===== config.mk =====
export PLATFORM = sky130hd
export DESIGN_NAME = matrix_display_top
export DESIGN_NICKNAME = d
export VERILOG_FILES = /design/src/common/matrix_pkg.sv /design/src/common/ctrl_pkg.sv /design/src/glyph_rom.sv /design/src/buffer_arbiter.sv /design/src/display/frame_buffer.sv /design/src/display/row_scanner.sv /design/src/display/glyph_loader.sv /design/src/matrix_display_top.sv
export VERILOG_INCLUDE_DIRS = /design/src /design/src/common
export SDC_FILE = /design/constraint.sdc
export NUM_CORES = 1
export LEC_CHECK = 0
export ABC_AREA = 1
export BUFFER_PORTS_ARGS = -buffer_cell sky130_fd_sc_hd__buf_2
export CORE_MARGIN = 2
export CORE_UTILIZATION = 55
export CTS_CLUSTER_DIAMETER = 150
export DETAILED_ROUTE_END_ITERATION = 12
export GPL_ROUTABILITY_DRIVEN = 0
export HOLD_SLACK_MARGIN = 0.1
export PLACE_DENSITY = 0.83
export SLEW_MARGIN = 30
export SYNTH_ARGS = -nofsm -noshare
export SYNTH_HDL_FRONTEND = slang
export SYNTH_SLANG_ARGS = --single-unit

===== constraint.sdc =====
create_clock -name clk -period 2.83 [get_ports clk]
set_clock_uncertainty 0.15 [all_clocks]
set_input_delay 0.283 -clock clk [delete_from_list [all_inputs] [get_ports clk]]
set_output_delay 0.283 -clock clk [all_outputs]
set_load 0.01 [all_outputs]

===== src/common/matrix_macros.svh =====
`ifndef MATRIX_MACROS_SVH
`define MATRIX_MACROS_SVH

// square matrix, rows and columns alike
`define MATRIX_ROWS 8

// glyph numbers 0 to 15
`define MATRIX_GLYPHS 16

// clock cycles per row period, 4 or more
`define MATRIX_SCAN_DIV 8

`endif


===== src/common/matrix_pkg.sv =====
`default_nettype none

`include "matrix_macros.svh"

package matrix_pkg;

    // index of one matrix row
    typedef logic [$clog2(`MATRIX_ROWS)-1:0] row_idx_t;

    // bit i lights column i
    typedef logic [`MATRIX_ROWS-1:0] col_bits_t;

    // active low, all ones selects no row
    typedef logic [`MATRIX_ROWS-1:0] row_sel_t;

    typedef logic [$clog2(`MATRIX_GLYPHS)-1:0] glyph_num_t;

endpackage

`default_nettype wire


===== src/common/ctrl_pkg.sv =====
`default_nettype none

package ctrl_pkg;

    // loader copy sequence
    typedef enum logic [1:0]
    {
        IDLE,
        REQ,    // fetch first row from rom
        WRITE   // one buffer write per granted cycle
    } loader_state_t;

    // owner of the frame buffer port
    typedef enum logic [1:0]
    {
        NONE,
        SCAN,
        LOAD
    } grant_t;

endpackage

`default_nettype wire


===== src/glyph_rom.sv =====
`timescale 1ns/1ps
`default_nettype none

`include "matrix_macros.svh"

module glyph_rom
(
    input  wire matrix_pkg::glyph_num_t glyph,
    input  wire matrix_pkg::row_idx_t   row_idx,
    output matrix_pkg::col_bits_t       pattern
);

    import matrix_pkg::*;

    localparam glyph_num_t GAUGE_LAST = glyph_num_t'(`MATRIX_ROWS);
    localparam glyph_num_t FRAME_NUM  = glyph_num_t'(`MATRIX_ROWS + 1);
    localparam row_idx_t   ROW_LAST   = row_idx_t'(`MATRIX_ROWS - 1);

    // only the two outer columns of a frame side row
    localparam col_bits_t EDGE_COLS =
        col_bits_t'(1) | (col_bits_t'(1) << (`MATRIX_ROWS - 1));

    logic gauge_lit;
    logic frame_rim;

    // gauge n fills rows 8-n to 7
    always_comb
    begin
        gauge_lit = (int'(glyph) + int'(row_idx)) >= `MATRIX_ROWS;
    end

    always_comb
    begin
        frame_rim = (row_idx == '0) || (row_idx == ROW_LAST);
    end

    always_comb
    begin
        pattern = '0;
        if (glyph <= GAUGE_LAST)
        begin
            if (gauge_lit)
            begin
                pattern = '1;
            end
        end
        else if (glyph == FRAME_NUM)
        begin
            if (frame_rim)
            begin
                pattern = '1;       // top and bottom bars
            end
            else
            begin
                pattern = EDGE_COLS;
            end
        end
        else
        begin
            pattern = '0;           // unused numbers stay dark
        end
    end

endmodule

`default_nettype wire


===== src/buffer_arbiter.sv =====
`timescale 1ns/1ps
`default_nettype none

module buffer_arbiter
(
    input  wire                         clk,
    input  wire                         rst,
    input  wire                         scan_req,
    input  wire matrix_pkg::row_idx_t   scan_row,
    input  wire                         load_req,
    input  wire matrix_pkg::row_idx_t   load_row,
    input  wire matrix_pkg::col_bits_t  load_data,
    output logic                        scan_gnt,
    output logic                        load_gnt,
    output matrix_pkg::row_idx_t        addr,
    output matrix_pkg::col_bits_t       wdata,
    output logic                        we,
    output logic                        re
);

    import ctrl_pkg::*;

    grant_t last_gnt;

    // scanner first, loader takes any free cycle
    assign scan_gnt = scan_req;
    assign load_gnt = load_req && !scan_req;

    assign addr  = scan_gnt ? scan_row : load_row;
    assign wdata = load_data;
    assign we    = load_gnt;
    assign re    = scan_gnt;

    always_ff @(posedge clk or posedge rst)
    begin
        if (rst)
        begin
            last_gnt <= NONE;
        end
        else if (scan_gnt)
        begin
            last_gnt <= SCAN;   // rdata belongs to the scanner next cycle
        end
        else if (load_gnt)
        begin
            last_gnt <= LOAD;
        end
        else
        begin
            last_gnt <= NONE;
        end
    end

    a_one_grant: assert property (@(posedge clk) disable iff (rst)
        !(scan_gnt && load_gnt));

    // a scanner read must not be overwritten before the scanner takes it
    a_read_spacing: assert property (@(posedge clk) disable iff (rst)
        (last_gnt == SCAN) |-> !scan_req);

endmodule

`default_nettype wire


===== src/display/frame_buffer.sv =====
`timescale 1ns/1ps
`default_nettype none

`include "matrix_macros.svh"

module frame_buffer
(
    input  wire                         clk,
    input  wire                         rst,
    input  wire matrix_pkg::row_idx_t   addr,
    input  wire matrix_pkg::col_bits_t  wdata,
    input  wire                         we,
    input  wire                         re,
    output matrix_pkg::col_bits_t       rdata
);

    import matrix_pkg::*;

    col_bits_t mem [`MATRIX_ROWS];

    // blank picture after reset
    always_ff @(posedge clk or posedge rst)
    begin
        if (rst)
        begin
            for (int i = 0; i < `MATRIX_ROWS; i++)
            begin
                mem[i] <= '0;
            end
        end
        else if (we)
        begin
            mem[addr] <= wdata;
        end
    end

    always_ff @(posedge clk)
    begin
        if (re)
        begin
            rdata <= mem[addr];     // valid the cycle after re
        end
    end

endmodule

`default_nettype wire


===== src/display/row_scanner.sv =====
`timescale 1ns/1ps
`default_nettype none

`include "matrix_macros.svh"

module row_scanner
(
    input  wire                         clk,
    input  wire                         rst,
    input  wire                         st,
    input  wire                         temp,
    output logic                        scan_req,
    output matrix_pkg::row_idx_t        scan_row,
    input  wire                         scan_gnt,
    input  wire matrix_pkg::col_bits_t  rdata,
    output matrix_pkg::row_sel_t        row,
    output matrix_pkg::col_bits_t       colg,
    output matrix_pkg::col_bits_t       colr
);

    import matrix_pkg::*;

    localparam int CNT_W = $clog2(`MATRIX_SCAN_DIV);
    localparam logic [CNT_W-1:0] CNT_LAST = CNT_W'(`MATRIX_SCAN_DIV - 1);

    logic [CNT_W-1:0] cnt;
    row_idx_t         row_cnt;
    logic             active;      // one cycle behind st, restart at count 0
    logic             rd_pending;
    logic             temp_meta;
    logic             alarm;
    row_sel_t         row_q;
    col_bits_t        colg_q;

    always_ff @(posedge clk or posedge rst)
    begin
        if (rst)
        begin
            active  <= 1'b0;
            cnt     <= '0;
            row_cnt <= '0;
        end
        else if (!st)
        begin
            active  <= 1'b0;
            cnt     <= '0;
            row_cnt <= '0;
        end
        else
        begin
            active <= 1'b1;
            if (active)
            begin
                if (cnt == CNT_LAST)
                begin
                    cnt     <= '0;
                    row_cnt <= row_cnt + row_idx_t'(1);
                end
                else
                begin
                    cnt <= cnt + CNT_W'(1);
                end
            end
        end
    end

    // fetch on count 0
    assign scan_req = st && active && (cnt == '0);
    assign scan_row = row_cnt;

    always_ff @(posedge clk or posedge rst)
    begin
        if (rst)
        begin
            rd_pending <= 1'b0;
        end
        else
        begin
            rd_pending <= scan_gnt;
        end
    end

    // rdata arrives on count 1, shown from count 2
    always_ff @(posedge clk or posedge rst)
    begin
        if (rst)
        begin
            row_q  <= '1;
            colg_q <= '0;
        end
        else if (!st)
        begin
            row_q  <= '1;
            colg_q <= '0;
        end
        else if (rd_pending)
        begin
            row_q  <= ~(row_sel_t'(1) << row_cnt);
            colg_q <= rdata;
        end
    end

    always_ff @(posedge clk or posedge rst)
    begin
        if (rst)
        begin
            temp_meta <= 1'b0;
            alarm     <= 1'b0;
        end
        else
        begin
            temp_meta <= temp;
            alarm     <= temp_meta;
        end
    end

    assign row  = st ? row_q : '1;     // blank at once when st drops
    assign colg = st ? colg_q : '0;
    assign colr = alarm ? colg : '0;   // red over green shows orange

    a_one_row: assert property (@(posedge clk) disable iff (rst)
        $countones(~row) <= 1);

    // buffer read latency lines up with the period counter
    a_read_return: assert property (@(posedge clk) disable iff (rst)
        rd_pending && st |-> cnt == CNT_W'(1));

endmodule

`default_nettype wire


===== src/display/glyph_loader.sv =====
`timescale 1ns/1ps
`default_nettype none

`include "matrix_macros.svh"

module glyph_loader
(
    input  wire                         clk,
    input  wire                         rst,
    input  wire matrix_pkg::glyph_num_t num,
    input  wire                         num_valid,
    output matrix_pkg::glyph_num_t      rom_glyph,
    output matrix_pkg::row_idx_t        rom_row,
    input  wire matrix_pkg::col_bits_t  rom_pattern,
    output logic                        load_req,
    output matrix_pkg::row_idx_t        load_row,
    output matrix_pkg::col_bits_t       load_data,
    input  wire                         load_gnt
);

    import matrix_pkg::*;
    import ctrl_pkg::*;

    localparam row_idx_t ROW_LAST = row_idx_t'(`MATRIX_ROWS - 1);

    loader_state_t state;
    glyph_num_t    glyph_q;
    row_idx_t      row_q;
    col_bits_t     data_q;

    // a new strobe always restarts at row 0
    always_ff @(posedge clk or posedge rst)
    begin
        if (rst)
        begin
            state <= IDLE;
            row_q <= '0;
        end
        else if (num_valid)
        begin
            state <= REQ;
            row_q <= '0;
        end
        else
        begin
            case (state)
                REQ:
                begin
                    state <= WRITE;
                end
                WRITE:
                begin
                    if (load_gnt)
                    begin
                        if (row_q == ROW_LAST)
                        begin
                            state <= IDLE;
                        end
                        else
                        begin
                            row_q <= row_q + row_idx_t'(1);
                        end
                    end
                end
                default:
                begin
                    state <= IDLE;
                end
            endcase
        end
    end

    always_ff @(posedge clk)
    begin
        if (num_valid)
        begin
            glyph_q <= num;
        end
    end

    // write data registered, rom looks one row ahead while writing
    always_ff @(posedge clk)
    begin
        if ((state == REQ) || ((state == WRITE) && load_gnt))
        begin
            data_q <= rom_pattern;
        end
    end

    assign rom_glyph = glyph_q;
    assign rom_row   = (state == WRITE) ? row_q + row_idx_t'(1) : row_q;

    assign load_req  = (state == WRITE);
    assign load_row  = row_q;
    assign load_data = data_q;

    a_req_held: assert property (@(posedge clk) disable iff (rst)
        load_req && !load_gnt && !num_valid |=> load_req && $stable(load_row));

endmodule

`default_nettype wire


===== src/matrix_display_top.sv =====
`timescale 1ns/1ps
`default_nettype none

module matrix_display_top
(
    input  wire                         clk,
    input  wire                         rst,
    input  wire matrix_pkg::glyph_num_t num,
    input  wire                         num_valid,
    input  wire                         st,
    input  wire                         temp,
    output wire matrix_pkg::row_sel_t   row,
    output wire matrix_pkg::col_bits_t  colg,
    output wire matrix_pkg::col_bits_t  colr
);

    import matrix_pkg::*;

    glyph_num_t rom_glyph;
    row_idx_t   rom_row;
    col_bits_t  rom_pattern;

    logic       load_req;
    row_idx_t   load_row;
    col_bits_t  load_data;
    logic       load_gnt;

    logic       scan_req;
    row_idx_t   scan_row;
    logic       scan_gnt;

    row_idx_t   buf_addr;
    col_bits_t  buf_wdata;
    logic       buf_we;
    logic       buf_re;
    col_bits_t  buf_rdata;

    glyph_loader u_loader (
        .clk         (clk),
        .rst         (rst),
        .num         (num),
        .num_valid   (num_valid),
        .rom_glyph   (rom_glyph),
        .rom_row     (rom_row),
        .rom_pattern (rom_pattern),
        .load_req    (load_req),
        .load_row    (load_row),
        .load_data   (load_data),
        .load_gnt    (load_gnt)
    );

    glyph_rom u_rom (
        .glyph   (rom_glyph),
        .row_idx (rom_row),
        .pattern (rom_pattern)
    );

    buffer_arbiter u_arb (
        .clk       (clk),
        .rst       (rst),
        .scan_req  (scan_req),
        .scan_row  (scan_row),
        .load_req  (load_req),
        .load_row  (load_row),
        .load_data (load_data),
        .scan_gnt  (scan_gnt),
        .load_gnt  (load_gnt),
        .addr      (buf_addr),
        .wdata     (buf_wdata),
        .we        (buf_we),
        .re        (buf_re)
    );

    frame_buffer u_buf (
        .clk   (clk),
        .rst   (rst),
        .addr  (buf_addr),
        .wdata (buf_wdata),
        .we    (buf_we),
        .re    (buf_re),
        .rdata (buf_rdata)
    );

    row_scanner u_scan (
        .clk      (clk),
        .rst      (rst),
        .st       (st),
        .temp     (temp),
        .scan_req (scan_req),
        .scan_row (scan_row),
        .scan_gnt (scan_gnt),
        .rdata    (buf_rdata),
        .row      (row),
        .colg     (colg),
        .colr     (colr)
    );

endmodule

`default_nettype wire


=== Word-level counts from Yosys, hierarchy flattened ===
Cells that the tools add are included.
Widths: inputs -> output; s select.

* Add/subtract/negate cells: 4
* Magnitude comparators: 4
* Eq/ne operators: 12
* Shift operators: 1
* Mux-type cells: 34
* Bitwise logic cells: 2
* Reductions and logical operators: 15

{| class="wikitable"
|+ Operator list
! cell !! number
|-
| $mux 8 || 13
|-
| $bwmux 64 || 1
|-
| $mux 3 || 12
|-
| $ge 32x5->1 const B || 1
|-
| $bmux 8 s3 || 1
|-
| $demux 8 s3 || 1
|-
| $add 3x1->3 const B || 3
|-
| $eq 3x3->1 const B || 3
|-
| $not 8->8 || 1
|-
| $shl 1x3->8 const A || 1
|-
| $mux 7 || 1
|-
| $logic_not 3->1 || 2
|-
| $mux 2 || 3
|-
| $ne 2x1->1 const B || 3
|-
| $ne 3x3->1 const B || 2
|-
| $add 4x3->5 || 1
|-
| $logic_and 1x1->1 || 5
|-
| $eq 4x4->1 const B || 1
|-
| $ge 4x4->1 const B || 1
|-
| $le 4x4->1 const B || 1
|-
| $lt 4x1->1 const B || 1
|-
| $not 3->4 || 1
|-
| $pmux 2 s2 || 1
|-
| $reduce_and 2->1 || 2
|-
| 8 further kinds || 10
|}

* Flip-flop bits (word level): 115
* Input bits: 9
* Output and inout port bits: 24
* Word-level logic and storage cells: 93

=== Longest topological paths before layout ===
* Depth in word-level cells: 9
* Mapped depth: 12
* Depth with buffers taken out: 12

=== Cells and area by module ===
A second synthesis with hierarchy kept.

* Cells, all modules: 711
* Area, all modules: 5811.8 um^2

{| class="wikitable"
|+ Modules (own cells, without submodules)
! module !! instances !! cells an instance !! area an instance (um^2) !! seq. area each (um^2)
|-
| frame_buffer || 1 || 443 || 3498.4 || 1841.8
|-
| row_scanner || 1 || 157 || 1283.7 || 660.6
|-
| glyph_loader || 1 || 53 || 686.9 || 485.5
|-
| glyph_rom || 1 || 35 || 215.2 || 0.0
|-
| buffer_arbiter || 1 || 23 || 127.6 || 0.0
|}

=== Worst setup path after synthesis ===
No wires, ideal clock.

* Path kind: register -> register
* Start: register u_loader.row_q[0] (netlist: u_loader.load_row[0])
* End: register u_loader.data_q[6] (netlist: u_loader.load_data[6]) (data pin)
* Setup time: 0.259 ns
* Data arrival time: 1.749 ns
* Required time: 2.421 ns
* Path slack: 0.672 ns
* Cell stages (with the launch flop): 12
* Buffers on the path: 0
* Clock period less this slack: 2.158 ns
* Cell sequence: dfrtp_1 -> ha_1 -> ha_1 -> nand2_1 -> o21ai_0 -> ha_1 -> inv_1 -> nor2_1 -> o21ai_0 -> o211ai_1 -> o21ai_0 -> nand2_1

* Word-level cells in the longest chain between the ends: 7
* Elaborated cells between the ends (all ways): 11
* Those cells by class: 2 x add/sub; 1 x order compare; 1 x eq/ne; 5 x mux; 2 x reduce/logical

{| class="wikitable"
|+ Ends and longest elaborated chain
! element !! RTL line !! text
|-
| start, declared || glyph_loader.sv:28 || <nowiki>row_idx_t row_q;</nowiki>
|-
| start signal, assigned || glyph_loader.sv:61 || <nowiki>row_q <= row_q + row_idx_t'(1);</nowiki>
|-
| $add 3x1->3 || glyph_loader.sv:91 || <nowiki>assign rom_row = (state == WRITE) ? row_q + row_idx_t'(1) : row_q;</nowiki>
|-
| $mux 3 * || glyph_loader.sv:91 ||
|-
| parallel branches: the longest is 4 deep, another holds $ge 32x5->1 || - ||
|-
| $mux 8 * || glyph_rom.sv:40 || <nowiki>if (glyph <= GAUGE_LAST)</nowiki>
|-
| end signal, assigned || glyph_loader.sv:86 || <nowiki>data_q <= rom_pattern;</nowiki>
|-
| end, declared || glyph_loader.sv:29 || <nowiki>col_bits_t data_q;</nowiki>
|}

Every way passes the cells marked *.
A chain may end at the register's enable or synchronous reset.

=== Worst setup path in the final report ===
Same ends and word-level chain as after synthesis.

==> results.cfg <==
[clock_network]
clkLatencyLatePin_ps = 300
clock-sinks = 49
cts_buffers = 5
path_clk_slew_ps = 80
cts_root_buf = clkbuf_8
cts_tree = yes
h-tree-depth = 2
cts_setup_buffers = 0
post_cts_resize_count = 0
clockBufferDepth = 2

[drt]
drtIter0Drc = 106
dr.pass1.iters = 4
vias_per_cell = 5.01
drc = 0
routedWlPerCell_um = 12.0
finalWirelength_um = 4790
drtAntennaViolNets = 0
vias = 2005

[synthesis]
synth_largest_area_cell = dfrtp_1
synth_seq_cells = 49
synthFlopType = dfrtp_1
yosysUniqueCellTypes = 29
yosys_warnings = 0
synth-seq-area-share = 0.455
netlist_area_um2 = 2810
synth_area_leaders = dfrtp_1, edfxtp_1, dfstp_2
synthTopCellsByCount = nand2_1, inv_1, dfrtp_1
synth_cells = 301
avgSynthCellArea_um2 = 9.32
netlist.area_leader.share = 0.294
synth_nets = 325
yosysMostFrequentCell = nand2_1
ys_async_sr_fraction = 0.837
synth_edf_count = 8

[min_path]
holdPathStages = 1
min_from = st
hold_class = in -> reg
hold_path_end = u_scan.active

[critical_path]
cp_slowest_cell = dfrtp_1
worstPathRequired_ps = 2730
path_delay_family = adder cells
crit_chain = ha_1, ha_1, nand2_1, o21ai_0, ha_1, inv_1, nor2_1, o21ai_0, o211ai_1, o21ai_0, nand2_1
regToRegSetupSlack_ps = 530
start_kind = flip-flop
reg2reg_depth = 11
r2r-end = u_loader.load_data[6]
worst-path-buf-inv = 1
path_class = reg -> reg
critPathLaunch = u_loader.load_row[0]
cp_max_fo = 4
cp-end-kind = flip-flop
worstReg2RegStart = u_loader.load_row[0]
cp_data_arrival_time_ps = 2210
cpPeakStageDelay_ps = 440

[global_routing]
gr-total-overflow = 0
antenna_found_initial = 0
grt_usage = 0.199
grt_pass1_vias = 2007
grt_max_degree = 42
grt_pass1_wl_um = 8600

[pwr]
p_per_area_nw_per_um2 = 526
p_switching_uw = 506
power.share.clock = 0.240
leakage_nw = 1.57
comb_power_share = 0.237
vdd_drop_max_uv = 353
power.switching_fraction = 0.311
power_frac_seq = 0.522
p_int_mw = 1.12

[timing]
hold_ws_ps = 142
tns_ps = 0
max_clock_freq_mhz = 434
rsz0062_at_grt = false
finalHoldViolations = 0
worst_pin_slew_ps = 619
setup_viol = 0
setup_slack_ps = 527
drv_slew = 0
final.min_clock_period_ps = 2300
max_slew_margin = 0.586
min_period_over_period = 0.814

[cells_and_area]
layout-drive-gt1-share = 0.225
instances_no_fill = 400
nFillCells = 406
fin_area_um2 = 3100
layout.nets = 356
synthToLayoutAreaGrowth_pct = 10.3
diodes = 0

[floorplan]
die_x_um = 75.4
num_rows = 25
core-area_um2 = 4820
die_y_um = 75.4
initial_core_util = 0.583
ios = 33
dieArea_um2 = 5690

[status]
outcome = finished, final reports clean

[placed_design]
dpl_cell_area_um2 = 2940
io_buffers = 32
dp_hpwl_um = 3570
dp_slack_ps = 532
place_inst = 385

[flow_run]
cap_violations = 0
==> power groups by stage <==
stage,Combinational (mW),Clock [mW],Sequential (mW)
after global routing,0.443,0.430,0.862
after detailed placement,0.384,0,0.863
after global placement,0.370,0,0.861
after CTS,0.391,0.404,0.850
final,0.386,0.392,0.851
after floorplan,0.322,0,0.850
==> state kept, by name, summed over array words and instances, names as in the netlist, 2 cells and up <==
name	cells
u_loader.rom_glyph	4
u_scan.scan_row	3
u_scan.row_q	8
u_loader.state	2
u_buf.mem	16
u_buf.rdata	2
u_loader.load_row	3
u_loader.load_data	2
u_scan.colg_q	2
u_scan.cnt	3
==> timing repair <==
item,in CTS,in global routing
endpoints found under the setup margin,0,0
hold endpoints to repair,40,0
hold buffers,7,0
==> layout make-up <==
cell class | instances | area (um^2) | area share
Clock buffer | 7 | 76.3 | 0.0247
Timing Repair Buffer | 40 | 238 | 0.0768
Clock inverter | 1 | 5.00 | 0.00162
Multi-Input combinational cell | 190 | 1230 | 0.398
Inverter | 46 | 185 | 0.0598
Tap cell | 67 | 83.8 | 0.0271
Sequential cell | 49 | 1280 | 0.412
==> cell families after synthesis <==
group,count (synthesis),synth area share
buf+inv,62,0.107
fa+ha+maj,15,0.0696
compound gates,44,0.0887
simple gates,130,0.277
flops,49,0.455
xor+xnor,1,0.00312
==> worst max path at each step <==
stage | to | slack [ps] | cells past startpoint
2_1_floorplan | u_loader.load_data[6] | 670 | 11
3_3_place_gp | u_loader.load_data[6] | 590 | 11
3_5_place_dp | u_loader.load_data[6] | 530 | 11
4_1_cts | u_loader.load_data[6] | 530 | 11
5_1_grt | u_loader.load_data[6] | 310 | 11
6_report | u_loader.load_data[6] | 530 | 11
==> placed cells by master, fill, tap and decap left out, types with 4 or more instances in the layout <==
master          n
nor2_1         10
clkbuf_8        5
dfstp_2         8
a21oi_1         4
o21ai_0        13
o21ai_1        16
nand3_1        19
nand2_1        56
nand3b_1       16
inv_1          45
a22oi_1         8
nand2_4         6
nor2_8          5
buf_2          32
dfrtp_1        33
edfxtp_1        8
dlygate4sd3_1   7
nand2_2        11
ha_1           14
==> metal layers <==
metal / global-route usage / share of wire
met1: 0.237 / 0.45
met2: 0.366 / 0.50
met3: 0.0317 / 0.036
met4: 0.0643 / 0.015
met5: 0 / 0
==> stage by stage <==
stage	util	total power, mW
2_1_floorplan	-	1.17
3_5_place_dp	0.611	1.25
4_1_cts	0.643	1.65
3_3_place_gp	0.611	1.23
5_1_grt	0.643	1.74
6_report	0.643	1.63
Power figures use the tool's default switching activity.
